`src/source/lbm_ctrl_pkg.sv`:
```
package lbm_ctrl_pkg;

    // host command
    typedef enum logic {
        op_init,
        op_step
    } cmd_op_e;

    typedef struct packed {
        logic        valid;
        cmd_op_e     op;
        logic [15:0] steps;
    } cmd_t;

    // sequencer states
    typedef enum logic [2:0] {
        idle,
        init_scan,
        step_scan,
        drain,
        swap
    } seq_state_e;

    // scan position, fields cover grids up to 255 cells a side
    localparam int coord_bits = 8;

    typedef logic [coord_bits-1:0]   coord_t;
    typedef logic [2*coord_bits-1:0] cell_index_t;

    // index equal to the cell count means no scan in flight
    typedef struct packed {
        cell_index_t index;
        coord_t      x;
        coord_t      y;
        logic        last;
    } scan_pos_t;

endpackage

```
`src/source/cell_scan_counter.sv`:
```
`timescale 1ns/1ps

module cell_scan_counter #(
    parameter int GRID_WIDTH  = 8,
    parameter int GRID_HEIGHT = 8
) (
    input  logic                    clk,
    input  logic                    rst_n,
    input  logic                    scan_start,
    input  logic                    scan_en,
    output lbm_ctrl_pkg::scan_pos_t pos
);
    import lbm_ctrl_pkg::*;

    localparam int cells = GRID_WIDTH * GRID_HEIGHT;

    cell_index_t index_q;
    coord_t      x_q;
    coord_t      y_q;
    logic        x_wrap;

    // end of row
    assign x_wrap = (x_q == coord_t'(GRID_WIDTH - 1));

    always_ff @(posedge clk or negedge rst_n)
    begin
        if (!rst_n)
        begin
            // parked one past the final cell
            index_q <= cell_index_t'(cells);
            x_q     <= '0;
            y_q     <= coord_t'(GRID_HEIGHT);
        end
        else if (scan_start)
        begin
            index_q <= '0;
            x_q     <= '0;
            y_q     <= '0;
        end
        else if (scan_en)
        begin
            index_q <= index_q + 1'b1;
            // column wraps into next row
            x_q     <= x_wrap ? '0 : x_q + 1'b1;
            y_q     <= x_wrap ? y_q + 1'b1 : y_q;
        end
    end

    assign pos.index = index_q;
    assign pos.x     = x_q;
    assign pos.y     = y_q;
    // final cell, bottom right corner
    assign pos.last  = x_wrap && (y_q == coord_t'(GRID_HEIGHT - 1));

endmodule

```
`config.mk`:
```
export PLATFORM = sky130hd
export DESIGN_NAME = cell_scan_counter
export DESIGN_NICKNAME = d
export VERILOG_FILES = /design/src/source/lbm_ctrl_pkg.sv /design/src/source/cell_scan_counter.sv
export SDC_FILE = /design/constraint.sdc
export NUM_CORES = 1
export LEC_CHECK = 0
export BUFFER_PORTS_ARGS = -buffer_cell sky130_fd_sc_hd__buf_2
export CAP_MARGIN = 20
export CORE_MARGIN = 1
export CORE_UTILIZATION = 25
export DETAILED_ROUTE_END_ITERATION = 8
export SYNTH_ARGS = -nofsm -noshare
export SYNTH_HDL_FRONTEND = slang
export SYNTH_SLANG_ARGS = --single-unit
```
`constraint.sdc`:
```
create_clock -name clk -period 1.8 [get_ports clk]
set_clock_uncertainty 0.05 [all_clocks]
set_input_delay 0.09 -clock clk [delete_from_list [all_inputs] [get_ports clk]]
set_output_delay 0.09 -clock clk [all_outputs]
set_load 0.005 [all_outputs]
```
==> results.py <==
metrics = {
    "worst_setup_path": {
        "arrival_ps": 1600,
        "start_kind": "flip-flop",
        "critPathSlowestCell": "dfrtp_1",
        "critPathMaxStageDelay_ps": 400,
        "cp_cell_sequence": "ha_4, and4bb_4, nand2_1, nor4_2, buf_2",
        "end_kind": "output pin",
        "critPathMaxFanout": 5,
        "critPathKind": "flip-flop to output pin",
        "cp.required_ps": 1660,
    },
    "logic_synthesis": {
        "syn_area_per_cell_um2": 10.2,
        "syn_nets": 165,
        "yosys.cell_types.count": 31,
        "yosysTopAreaCell": "dfrtp_1",
        "syn-cell-area_um2": 1610,
        "yosys.area_share.adder": 0.0234,
        "synth_edf_count": 0,
        "ys_ff_latch": 32,
        "ys.flop_type": "dfrtp_1",
        "ys_warn_count": 0,
        "synth_top_area_frac": 0.467,
        "synth_top_family_by_area": "simple AND/OR/NAND/NOR gates",
        "synth_xor_xnor_area_share": 0.109,
        "synth_compound_area_frac": 0.0911,
        "synth_mux_area_frac": 0.0125,
        "netlist_instances": 158,
        "yosysSeqAreaShare": 0.500,
        "synth_simple_gate_area_frac": 0.245,
        "async_flop_share": 1.00,
        "ys_top_cells_by_area": "dfrtp_1 (47%), xor2_1 (8.2%), nor2_1 (4.2%), dfstp_2 (3.3%), a21oi_1 (3.1%)",
    },
    "grt": {
        "grt_pass1_wl_mm": 6.18,
        "overflow": 0,
        "antenna_found_initial": 0,
        "track_usage": 0.122,
        "grt_pass1_vias": 1304,
        "grt_start_max_net_pins": 36,
    },
    "layout": {
        "fin_util": 0.348,
        "syn2layout_area_growth_pct": 31.2,
        "final_cell_area_um2": 2110,
        "ff_latch_area_um2": 803,
        "fin_cells": 288,
        "drive_gt1_frac": 0.333,
        "final_nets": 219,
        "diodes": 0,
        "nFillCells": 642,
        "multi_input_area_um2": 807,
    },
    "power": {
        "p_leak_nw": 0.982,
        "power.density_nw_per_um2": 668,
        "vdd_ir_drop_max_v": 0.000355,
        "p_total_mw": 1.41,
    },
    "routing": {
        "first_pass_iters": 4,
        "dr.first_iter.drc_count": 79,
        "vias_per_cell": 4.80,
        "drc": 0,
        "final_antenna_net_count": 0,
        "routed_wirelength_mm": 3.81,
        "via_count": 1383,
        "wire_per_inst_um": 13.2,
    },
    "clock_network": {
        "root_buffer": "clkbuf_8",
        "clock_path_buffers": 2,
        "clkLatencyLatePin_ps": 280,
        "htree_levels": 2,
        "cts_made_buffers": 5,
        "cts_tree": "yes",
        "cts_sinks": 32,
        "clk_pin_slew_ps": 70,
    },
    "sta": {
        "finalCritPeriodShare": 0.969,
        "worst_pin_slew_ps": 751,
        "fin_crit_ps": 1740,
        "slew_violations": 0,
        "max_clock_freq_mhz": 574,
        "rsz0062_at_grt": "yes",
        "worst_slack_ps": 56.4,
        "whs_ps": 285,
        "hold_viol_final": 0,
        "slew_headroom": 0.499,
        "setup-violations-final": 0,
        "fin_setup_tns_ps": 0,
    },
    "die": {
        "rows": 28,
        "pin_count": 37,
        "die_y_um": 82.2,
        "die_w_um": 82.2,
        "die_area_um2": 6750,
        "initial_core_util": 0.265,
        "core_area_um2": 6060,
    },
    "flow_run": {
        "timing.max_cap.violations": 0,
    },
    "placed_design": {
        "dpl-instance-area_um2": 1960,
        "dp_slack_ps": 14.1,
        "port_buffers": 36,
        "gp_congestion": 0.724,
        "dpl.cell_count": 277,
        "dp_hpwl_mm": 2.57,
    },
    "hold_path": {
        "hold_class": "input pin to flip-flop",
    },
    "run_status": {
        "status": "finished, final reports clean",
    },
}
report_power, final:
group          total, mW  switching (mW)  internal, mW  leakage (nW)
registers          0.739          0.0101         0.729         0.437
logic             0.0976          0.0575        0.0401         0.499
clock network      0.571           0.259         0.312        0.0455
placed cells by master (no fill, tap or decap), types with 4 or more instances in the layout:
master	count
nor2_1	18
buf_2	36
clkbuf_8	6
xnor2_1	5
and3_1	4
o31ai_1	5
nand4_1	8
o21ai_0	4
nand3_1	7
xor2_1	15
dfrtp_1	30
or4_1	6
nor3_1	6
nand2_1	9
a21oi_1	9
buf_4	16
routing by layer:
layer  vias to the layer above  GRT usage  routed length (um)
li1                        681          -                   -
met4                         0     0.0474                  51
met2                        26      0.188                1660
met3                         6     0.0352                 168
met5                         -          0                   0
met1                       670      0.162                1930
cells in the mapped netlist, types with 4 or more instances:
| cell | count |
|---|---|
| or4_1 | 6 |
| dfrtp_1 | 30 |
| a21oi_1 | 10 |
| xnor2_1 | 5 |
| o21ai_0 | 4 |
| xor2_1 | 15 |
| nand3_1 | 8 |
| nand2_1 | 9 |
| nor3_1 | 6 |
| and3_1 | 4 |
| clkbuf_1 | 4 |
| nor2_1 | 18 |
| nand4_1 | 8 |
| o31ai_1 | 5 |
flip-flops by register name, indices dropped and copies added (netlist names):
name,flops
y_q,8
index_q,16
x_q,8
worst paths after layout:
path | startpoint | to | slack [ps] | depth (start not counted)
worst max-delay path | x_q[0]$_DFFE_PN0P_ | pos[0] | 60 | 5
worst min-delay path | scan_start | index_q[1]$_DFFE_PN0P_ | 290 | 3
worst max register to register | x_q[0]$_DFFE_PN0P_ | y_q[6]$_DFFE_PN0P_ | 60 | 5
worst min register to register | index_q[15]$_DFFE_PN0P_ | index_q[15]$_DFFE_PN0P_ | 510 | 2
max in group asynchronous | rst_n | y_q[5]$_DFFE_PN0P_ | 850 | 2
min in group asynchronous | rst_n | index_q[8]$_DFFE_PN0P_ | 360 | 2
cells by family after synthesis:
family / count (synthesis)
flip-flops: 32
multiplexers: 2
XOR/XNOR: 20
adder cells (fa/ha/maj): 3
buffers and inverters: 7
AO/OA/AOI/OAI: 23
AND/OR/NAND/NOR: 71
worst max-delay path, delay by kind of cell, from the launching register on:
kind | cells | cell delay (ps)
buffers and inverters | 1 | 150
adders and majority gates | 1 | 160
and+or+nand+nor | 3 | 610
DFF | 1 | 400
layout make-up:
cell class	count	area share
Tap cell	75	0.0445
Clock buffer	8	0.0427
Inverter	1	0.00178
Sequential cell	32	0.381
Multi-Input combinational cell	119	0.383
Timing Repair Buffer	53	0.147
timing repair:
item | in CTS | in global routing
setup endpoints to repair | 3 | 4
resized for setup | 2 | 4
buffers inserted | 0 | 2
hold buffers | 1 | 0
endpoints found under the hold margin | 30 | 0
pin swaps | 0 | 1
Power figures use the tool's default switching activity.
