## src/source/lbm_ctrl_pkg.sv

```systemverilog
package lbm_ctrl_pkg;

    // host command
    typedef enum logic {
        op_init,
        op_step
    } cmd_op_e;

    typedef struct packed {
        logic        valid;
        cmd_op_e     op;
        logic [15:0] steps;
    } cmd_t;

    // sequencer states
    typedef enum logic [2:0] {
        idle,
        init_scan,
        step_scan,
        drain,
        swap
    } seq_state_e;

    // scan position, fields cover grids up to 255 cells a side
    localparam int coord_bits = 8;

    typedef logic [coord_bits-1:0]   coord_t;
    typedef logic [2*coord_bits-1:0] cell_index_t;

    // index equal to the cell count means no scan in flight
    typedef struct packed {
        cell_index_t index;
        coord_t      x;
        coord_t      y;
        logic        last;
    } scan_pos_t;

endpackage

```

## src/source/lbm_step_fsm.sv

```systemverilog
`timescale 1ns/1ps

module lbm_step_fsm #(
    parameter int GRID_WIDTH  = 8,
    parameter int GRID_HEIGHT = 8
) (
    input  logic                  clk,
    input  logic                  rst_n,
    input  lbm_ctrl_pkg::cmd_t    cmd,
    input  logic                  scan_last,
    output logic                  ready,
    output logic                  busy,
    output logic                  done,
    output logic                  scan_start,
    output logic                  scan_en,
    output lbm_ctrl_pkg::cmd_op_e pass_mode,
    output logic                  cur_level
);
    import lbm_ctrl_pkg::*;

    localparam int max_side = 2 ** coord_bits - 1;

    seq_state_e  state_q;
    seq_state_e  state_d;
    cmd_op_e     mode_q;
    logic [15:0] steps_left_q;
    logic        drain_cnt_q;
    logic        level_q;
    logic        done_q;
    logic        accept;
    logic        last_pass;

    // scan coordinates must hold the grid
    if (GRID_WIDTH > max_side || GRID_HEIGHT > max_side)
    begin : g_grid_range
        $error("grid size outside the scan coordinate range");
    end

    // commands only taken when idle, never queued
    assign accept    = cmd.valid && (state_q == idle);
    // init is always a single pass
    assign last_pass = (mode_q == op_init) || (steps_left_q <= 16'd1);

    ////////////////////
    // next state

    always_comb
    begin
        state_d    = state_q;
        scan_start = 1'b0;
        case (state_q)
            idle:
            begin
                if (accept)
                begin
                    scan_start = 1'b1;
                    state_d    = (cmd.op == op_init) ? init_scan : step_scan;
                end
            end
            init_scan, step_scan:
            begin
                if (scan_last)
                    state_d = drain;
            end
            drain:
            begin
                // wait out the two cells still in the stream pipeline
                if (drain_cnt_q)
                    state_d = (mode_q == op_step && steps_left_q == '0) ? idle : swap;
            end
            swap:
            begin
                if (last_pass)
                    state_d = idle;
                else
                begin
                    scan_start = 1'b1;
                    state_d    = step_scan;
                end
            end
            default:
            begin
                state_d = idle;
            end
        endcase
    end

    ////////////////////
    // state registers

    always_ff @(posedge clk or negedge rst_n)
    begin
        if (!rst_n)
        begin
            state_q      <= idle;
            mode_q       <= op_init;
            steps_left_q <= '0;
            drain_cnt_q  <= 1'b0;
            level_q      <= 1'b0;
            done_q       <= 1'b0;
        end
        else
        begin
            state_q     <= state_d;
            drain_cnt_q <= (state_q == drain) && !drain_cnt_q;
            // pulse lands in the cycle idle is reached
            done_q      <= (state_q != idle) && (state_d == idle);
            if (accept)
            begin
                mode_q       <= cmd.op;
                steps_left_q <= (cmd.op == op_step) ? cmd.steps : '0;
            end
            // next level becomes current
            if (state_q == swap)
            begin
                level_q <= ~level_q;
                if (steps_left_q != '0)
                    steps_left_q <= steps_left_q - 16'd1;
            end
        end
    end

    assign ready     = (state_q == idle);
    assign busy      = (state_q != idle);
    assign done      = done_q;
    assign scan_en   = (state_q == init_scan) || (state_q == step_scan);
    assign pass_mode = mode_q;
    assign cur_level = level_q;

endmodule

```

## config.mk

```make
export PLATFORM = sky130hd
export DESIGN_NAME = lbm_step_fsm
export DESIGN_NICKNAME = d
export VERILOG_FILES = /design/src/source/lbm_ctrl_pkg.sv /design/src/source/lbm_step_fsm.sv
export SDC_FILE = /design/constraint.sdc
export NUM_CORES = 1
export LEC_CHECK = 0
export BUFFER_PORTS_ARGS = -buffer_cell sky130_fd_sc_hd__buf_2
export CAP_MARGIN = 20
export CORE_MARGIN = 4
export CORE_UTILIZATION = 55
export CTS_BUF_LIST = sky130_fd_sc_hd__clkbuf_16
export CTS_CLUSTER_DIAMETER = 100
export DETAILED_ROUTE_END_ITERATION = 12
export HOLD_SLACK_MARGIN = 0.1
export PLACE_DENSITY = 0.85
export SLEW_MARGIN = 10
export SYNTH_ARGS = -nofsm -noshare
export SYNTH_HDL_FRONTEND = slang
export SYNTH_SLANG_ARGS = --single-unit
```

## constraint.sdc

```tcl
create_clock -name clk -period 3.3 [get_ports clk]
set_clock_uncertainty 0.1 [all_clocks]
set_input_delay 0.66 -clock clk [delete_from_list [all_inputs] [get_ports clk]]
set_output_delay 0.66 -clock clk [all_outputs]
set_load 0.005 [all_outputs]
```

==> metrics.md <==
| Metric | Value |
|---|---|
| Static Leak | 0.000703 uW |
| Standard cell with the maximum stage delay on the critical path | sky130_fd_sc_hd__dfrtp_1 |
| Footprint of the multi-input gates | between 700 and 800 um^2 |
| Via count of the first global-routing pass | 1271 |
| Total number of vias | approximately 1300 |
| Portion of synthesized cell area occupied by the leading cell type | between 40% and 50% |
| Number of placed I/O pins | 28 |
| Worst Hold Class | in2async |
| Routed length per placed instance | approximately 16 um |
| Site Rows | 18 |
| Internal reg-to-reg setup slack | 0.94 ns |
| IR drop worst, VDD | approximately 0.52 mV |
| Placed cell count | 202 |
| Wirelength, routed | roughly 3300 um |
| Worst endpoint required time | 2.54 ns |
| Horizontal die dimension | a little under 60 um |
| Count of placed standard cells in the final layout, fillers left out | 206 |
| Relative slew slack | 59.3% |
| Met3 usage | under 10% |
| Initial drt markers | 55 |
| Via density per instance | ~6.5 |
| Pin count of the biggest net entering global routing | 24 |
| Initial core utilization | 57.4% |
| Nets | 200 |
| Final estimated routing congestion in global placement | about 0.86 |
| Cell at the root of the clock tree | sky130_fd_sc_hd__clkbuf_16 |
| Met2 track utilization from global routing | between 30% and 40% |
| Post-synth EDFFs | 0 |
| Post-layout minimum cycle time | roughly 2.7 ns |
| First drt pass iteration count | 4 |
| Data arrival, critical path | roughly 1.9 ns |
| Cell type with the highest aggregate area in the netlist | sky130_fd_sc_hd__dfrtp_1 |
| Share of flip-flops with an asynchronous set or reset after synthesis | between 90% and 100% |
| Net count of the mapped netlist | approximately 180 |
| Clock sinks | 23 |
| Global-route congestion overflow total | 0 |
| Category of the worst setup path launch point | flop |
| Setup violations, final | 0 |
| Initial antenna violation count | 0 |
| Final Slew Violations | 0 |
| Fmax achieved | 376 MHz |
| Clock tree from TritonCTS | done |
| Number of warning messages in the yosys log | 0 |
| Worst path max stage delay | 0.45 ns |
| Syn Std Cell Area | approximately 0.0014 mm^2 |
| Tot GR Track Use | between 20% and 30% |
| Height of the chip | 58.6 um |
| Path type of the worst setup path | reg2out |
| Hold Fails Final Rpt | 0 |
| Count of H-tree levels built during CTS | 1 |
| Die footprint | 0.00344 mm^2 |
| Worst Tran Pin Value | approximately 0.6 ns |
| RSZ-0062 raised after global routing | no |
| Top fanout value on the critical path | 13 |
| Pwr dens | approximately 870 mW/mm^2 |
| Hpwl dp | between 2000 and 2500 um |
| Result of the run | completed |
| Fraction of the yosys area taken by sequential cells | 40.8% |
| Number of instances in the synthesized netlist | about 160 |
| Synth area leaders | sky130_fd_sc_hd__dfrtp_1 41%, sky130_fd_sc_hd__a21oi_1 5.0%, sky130_fd_sc_hd__nand2_1 4.8% |
| Worst-Skew Late Latency | 0.25 ns |
| Series of cell instances along the critical path | nor4_2, and4_4, a21oi_2, nand3_1, nand2_1, buf_2 |
| Filler cell count in the final layout | ~200 |
| Met1 Use GR | approximately 29% |
| Cell variety after synth | 49 |
| Final critical-path share of the clock period | 80.6% |
| Signed area change from the synthesized netlist to the final layout | 14.5% |
| Total cell area at the placement stage | about 0.0015 mm^2 |
| Core ar. | 0.00245 mm^2 |
| Worst setup path start | steps_left_q[8] |
| ANT cells | 0 |
| Register Area | between 500 and 600 um^2 |
| Count of buffers added by post-CTS timing repair for setup | 0 |
| First-pass GRT wire length | 5660 um |
| Number of port buffers | 27 |
| CTS Buffer Depth | 2 |
| Syn_area_per_cell | 9.10 um^2 |
| Total Neg Setup Slack | 0 ns |
| R2R Path Start | steps_left_q[0] |
| Post-CTS resize count | 0 |
| TritonCTS buffer count | 3 |
| DRC violations left | 0 |
| Layer with the highest usage | met2 |
| Critical Path End Type | output port |
| Number of maximum-capacitance violations | 0 |
| Synth Register Bits | 23 |
| Hold Buf Count CTS | 0 |
| Antenna viol nets, final | 0 |
| CTS clock-pin slew for the worst setup and hold paths | about 0.060 ns |
| Most used flip-flop cell after synthesis | sky130_fd_sc_hd__dfrtp_1 |
| Area of all placed cells without fillers | between 0.0015 and 0.002 mm^2 |
| Layout cells sized above 1 | between 20 and 25% |
flip-flops by register name (all words and copies together) (netlist names):
signal and cells:
drain_cnt_q 1, steps_left_q 16, state_q 3, pass_mode 1, done 1, cur_level 1
worst paths after layout:
path,depth (start not counted),end
setup / recovery,6,scan_start
hold / removal,1,drain_cnt_q
setup reg to reg,7,steps_left_q[7]
hold reg to reg,1,cur_level
max in group asynchronous,1,steps_left_q[8]
min in group clk,1,cur_level
critical path, delay by kind of cell (launching register included):
family | cells | cell delay, ns
buffers and inverters | 1 | 0.15
AOI/OAI and AO/OA | 1 | 0.16
and+or+nand+nor | 4 | 0.89
DFF | 1 | 0.45
synthesized netlist by cell type (2+ instances only):
cell,instances
sky130_fd_sc_hd__dfrtp_1,23
sky130_fd_sc_hd__nand2_1,18
sky130_fd_sc_hd__a21oi_1,14
sky130_fd_sc_hd__nor2_1,10
sky130_fd_sc_hd__nor3_1,9
sky130_fd_sc_hd__a311oi_1,5
sky130_fd_sc_hd__buf_2,5
sky130_fd_sc_hd__inv_1,4
sky130_fd_sc_hd__o311ai_0,4
sky130_fd_sc_hd__a31oi_1,3
sky130_fd_sc_hd__clkbuf_1,3
sky130_fd_sc_hd__nand3_1,3
sky130_fd_sc_hd__nor4_1,3
sky130_fd_sc_hd__a211oi_1,2
sky130_fd_sc_hd__a21o_1,2
sky130_fd_sc_hd__a221o_1,2
sky130_fd_sc_hd__and2_1,2
sky130_fd_sc_hd__and3_1,2
sky130_fd_sc_hd__ha_1,2
sky130_fd_sc_hd__nand2b_1,2
sky130_fd_sc_hd__nand3b_1,2
sky130_fd_sc_hd__nand4_1,2
sky130_fd_sc_hd__nor3b_1,2
sky130_fd_sc_hd__nor4_2,2
sky130_fd_sc_hd__nor4bb_1,2
sky130_fd_sc_hd__o21ai_0,2
sky130_fd_sc_hd__or2_2,2
sky130_fd_sc_hd__or3_1,2
through the flow:
step | hold WS (ns) | total power, uW | setup slack, ns | utilization (%)
after CTS | 0.291 | 1420 | 0.641 | 65.7
after floorplan | 0.264 | 1000 | 1.11 | -
after global routing | 0.322 | 1520 | 0.521 | 65.7
after global placement | 0.351 | 1130 | 0.962 | 62.5
final | 0.267 | 1410 | 0.640 | 65.7
after detailed placement | 0.352 | 1150 | 0.931 | 62.5
layout make-up:
| type | count | area share (%) |
|---|---|---|
| clock inverters | 1 | 0.310 |
| multi-input cells | 118 | 47.8 |
| flip-flops and latches | 23 | 35.7 |
| clock buffers | 3 | 4.65 |
| repair buffers | 27 | 8.37 |
| well taps | 30 | 2.33 |
| inverters | 4 | 0.930 |
where the power goes:
group / switching (uW) / internal [uW]
clock: 94.3 / 163
combinational: 274 / 273
sequential: 192 / 415
total: 560 / 851
cell usage in the layout, fill, tap and decap left out, types with 2 or more instances in the layout:
cell,n
sky130_fd_sc_hd__a211oi_1,2
sky130_fd_sc_hd__a21o_1,2
sky130_fd_sc_hd__a21oi_1,14
sky130_fd_sc_hd__a221o_1,2
sky130_fd_sc_hd__a311oi_1,5
sky130_fd_sc_hd__a31oi_1,3
sky130_fd_sc_hd__and2_1,2
sky130_fd_sc_hd__and3_1,2
sky130_fd_sc_hd__buf_2,27
sky130_fd_sc_hd__clkbuf_16,3
sky130_fd_sc_hd__dfrtp_1,23
sky130_fd_sc_hd__ha_1,2
sky130_fd_sc_hd__inv_1,4
sky130_fd_sc_hd__nand2_1,18
sky130_fd_sc_hd__nand2b_1,2
sky130_fd_sc_hd__nand3_1,3
sky130_fd_sc_hd__nand3b_1,2
sky130_fd_sc_hd__nand4_1,2
sky130_fd_sc_hd__nor2_1,10
sky130_fd_sc_hd__nor3_1,9
sky130_fd_sc_hd__nor3b_1,2
sky130_fd_sc_hd__nor4_1,3
sky130_fd_sc_hd__nor4_2,2
sky130_fd_sc_hd__nor4bb_1,2
sky130_fd_sc_hd__o21ai_0,2
sky130_fd_sc_hd__o311ai_0,4
sky130_fd_sc_hd__or2_2,2
sky130_fd_sc_hd__or3_1,2
cells by family after synthesis:
logic type / share of synthesized area [%]
AND/OR/NAND/NOR: 29.3
AO/OA/AOI/OAI: 22.4
flip-flops: 40.8
buffers and inverters: 4.52
XOR/XNOR: 1.24
adder cells (fa/ha/maj): 1.77
per-layer routing:
metal	up-vias	wire length [um]
met5	-	0
met4	0	53
met3	7	202
met2	42	1660
met1	653	1360
li1	630	-
Power figures use the tool's default switching activity.
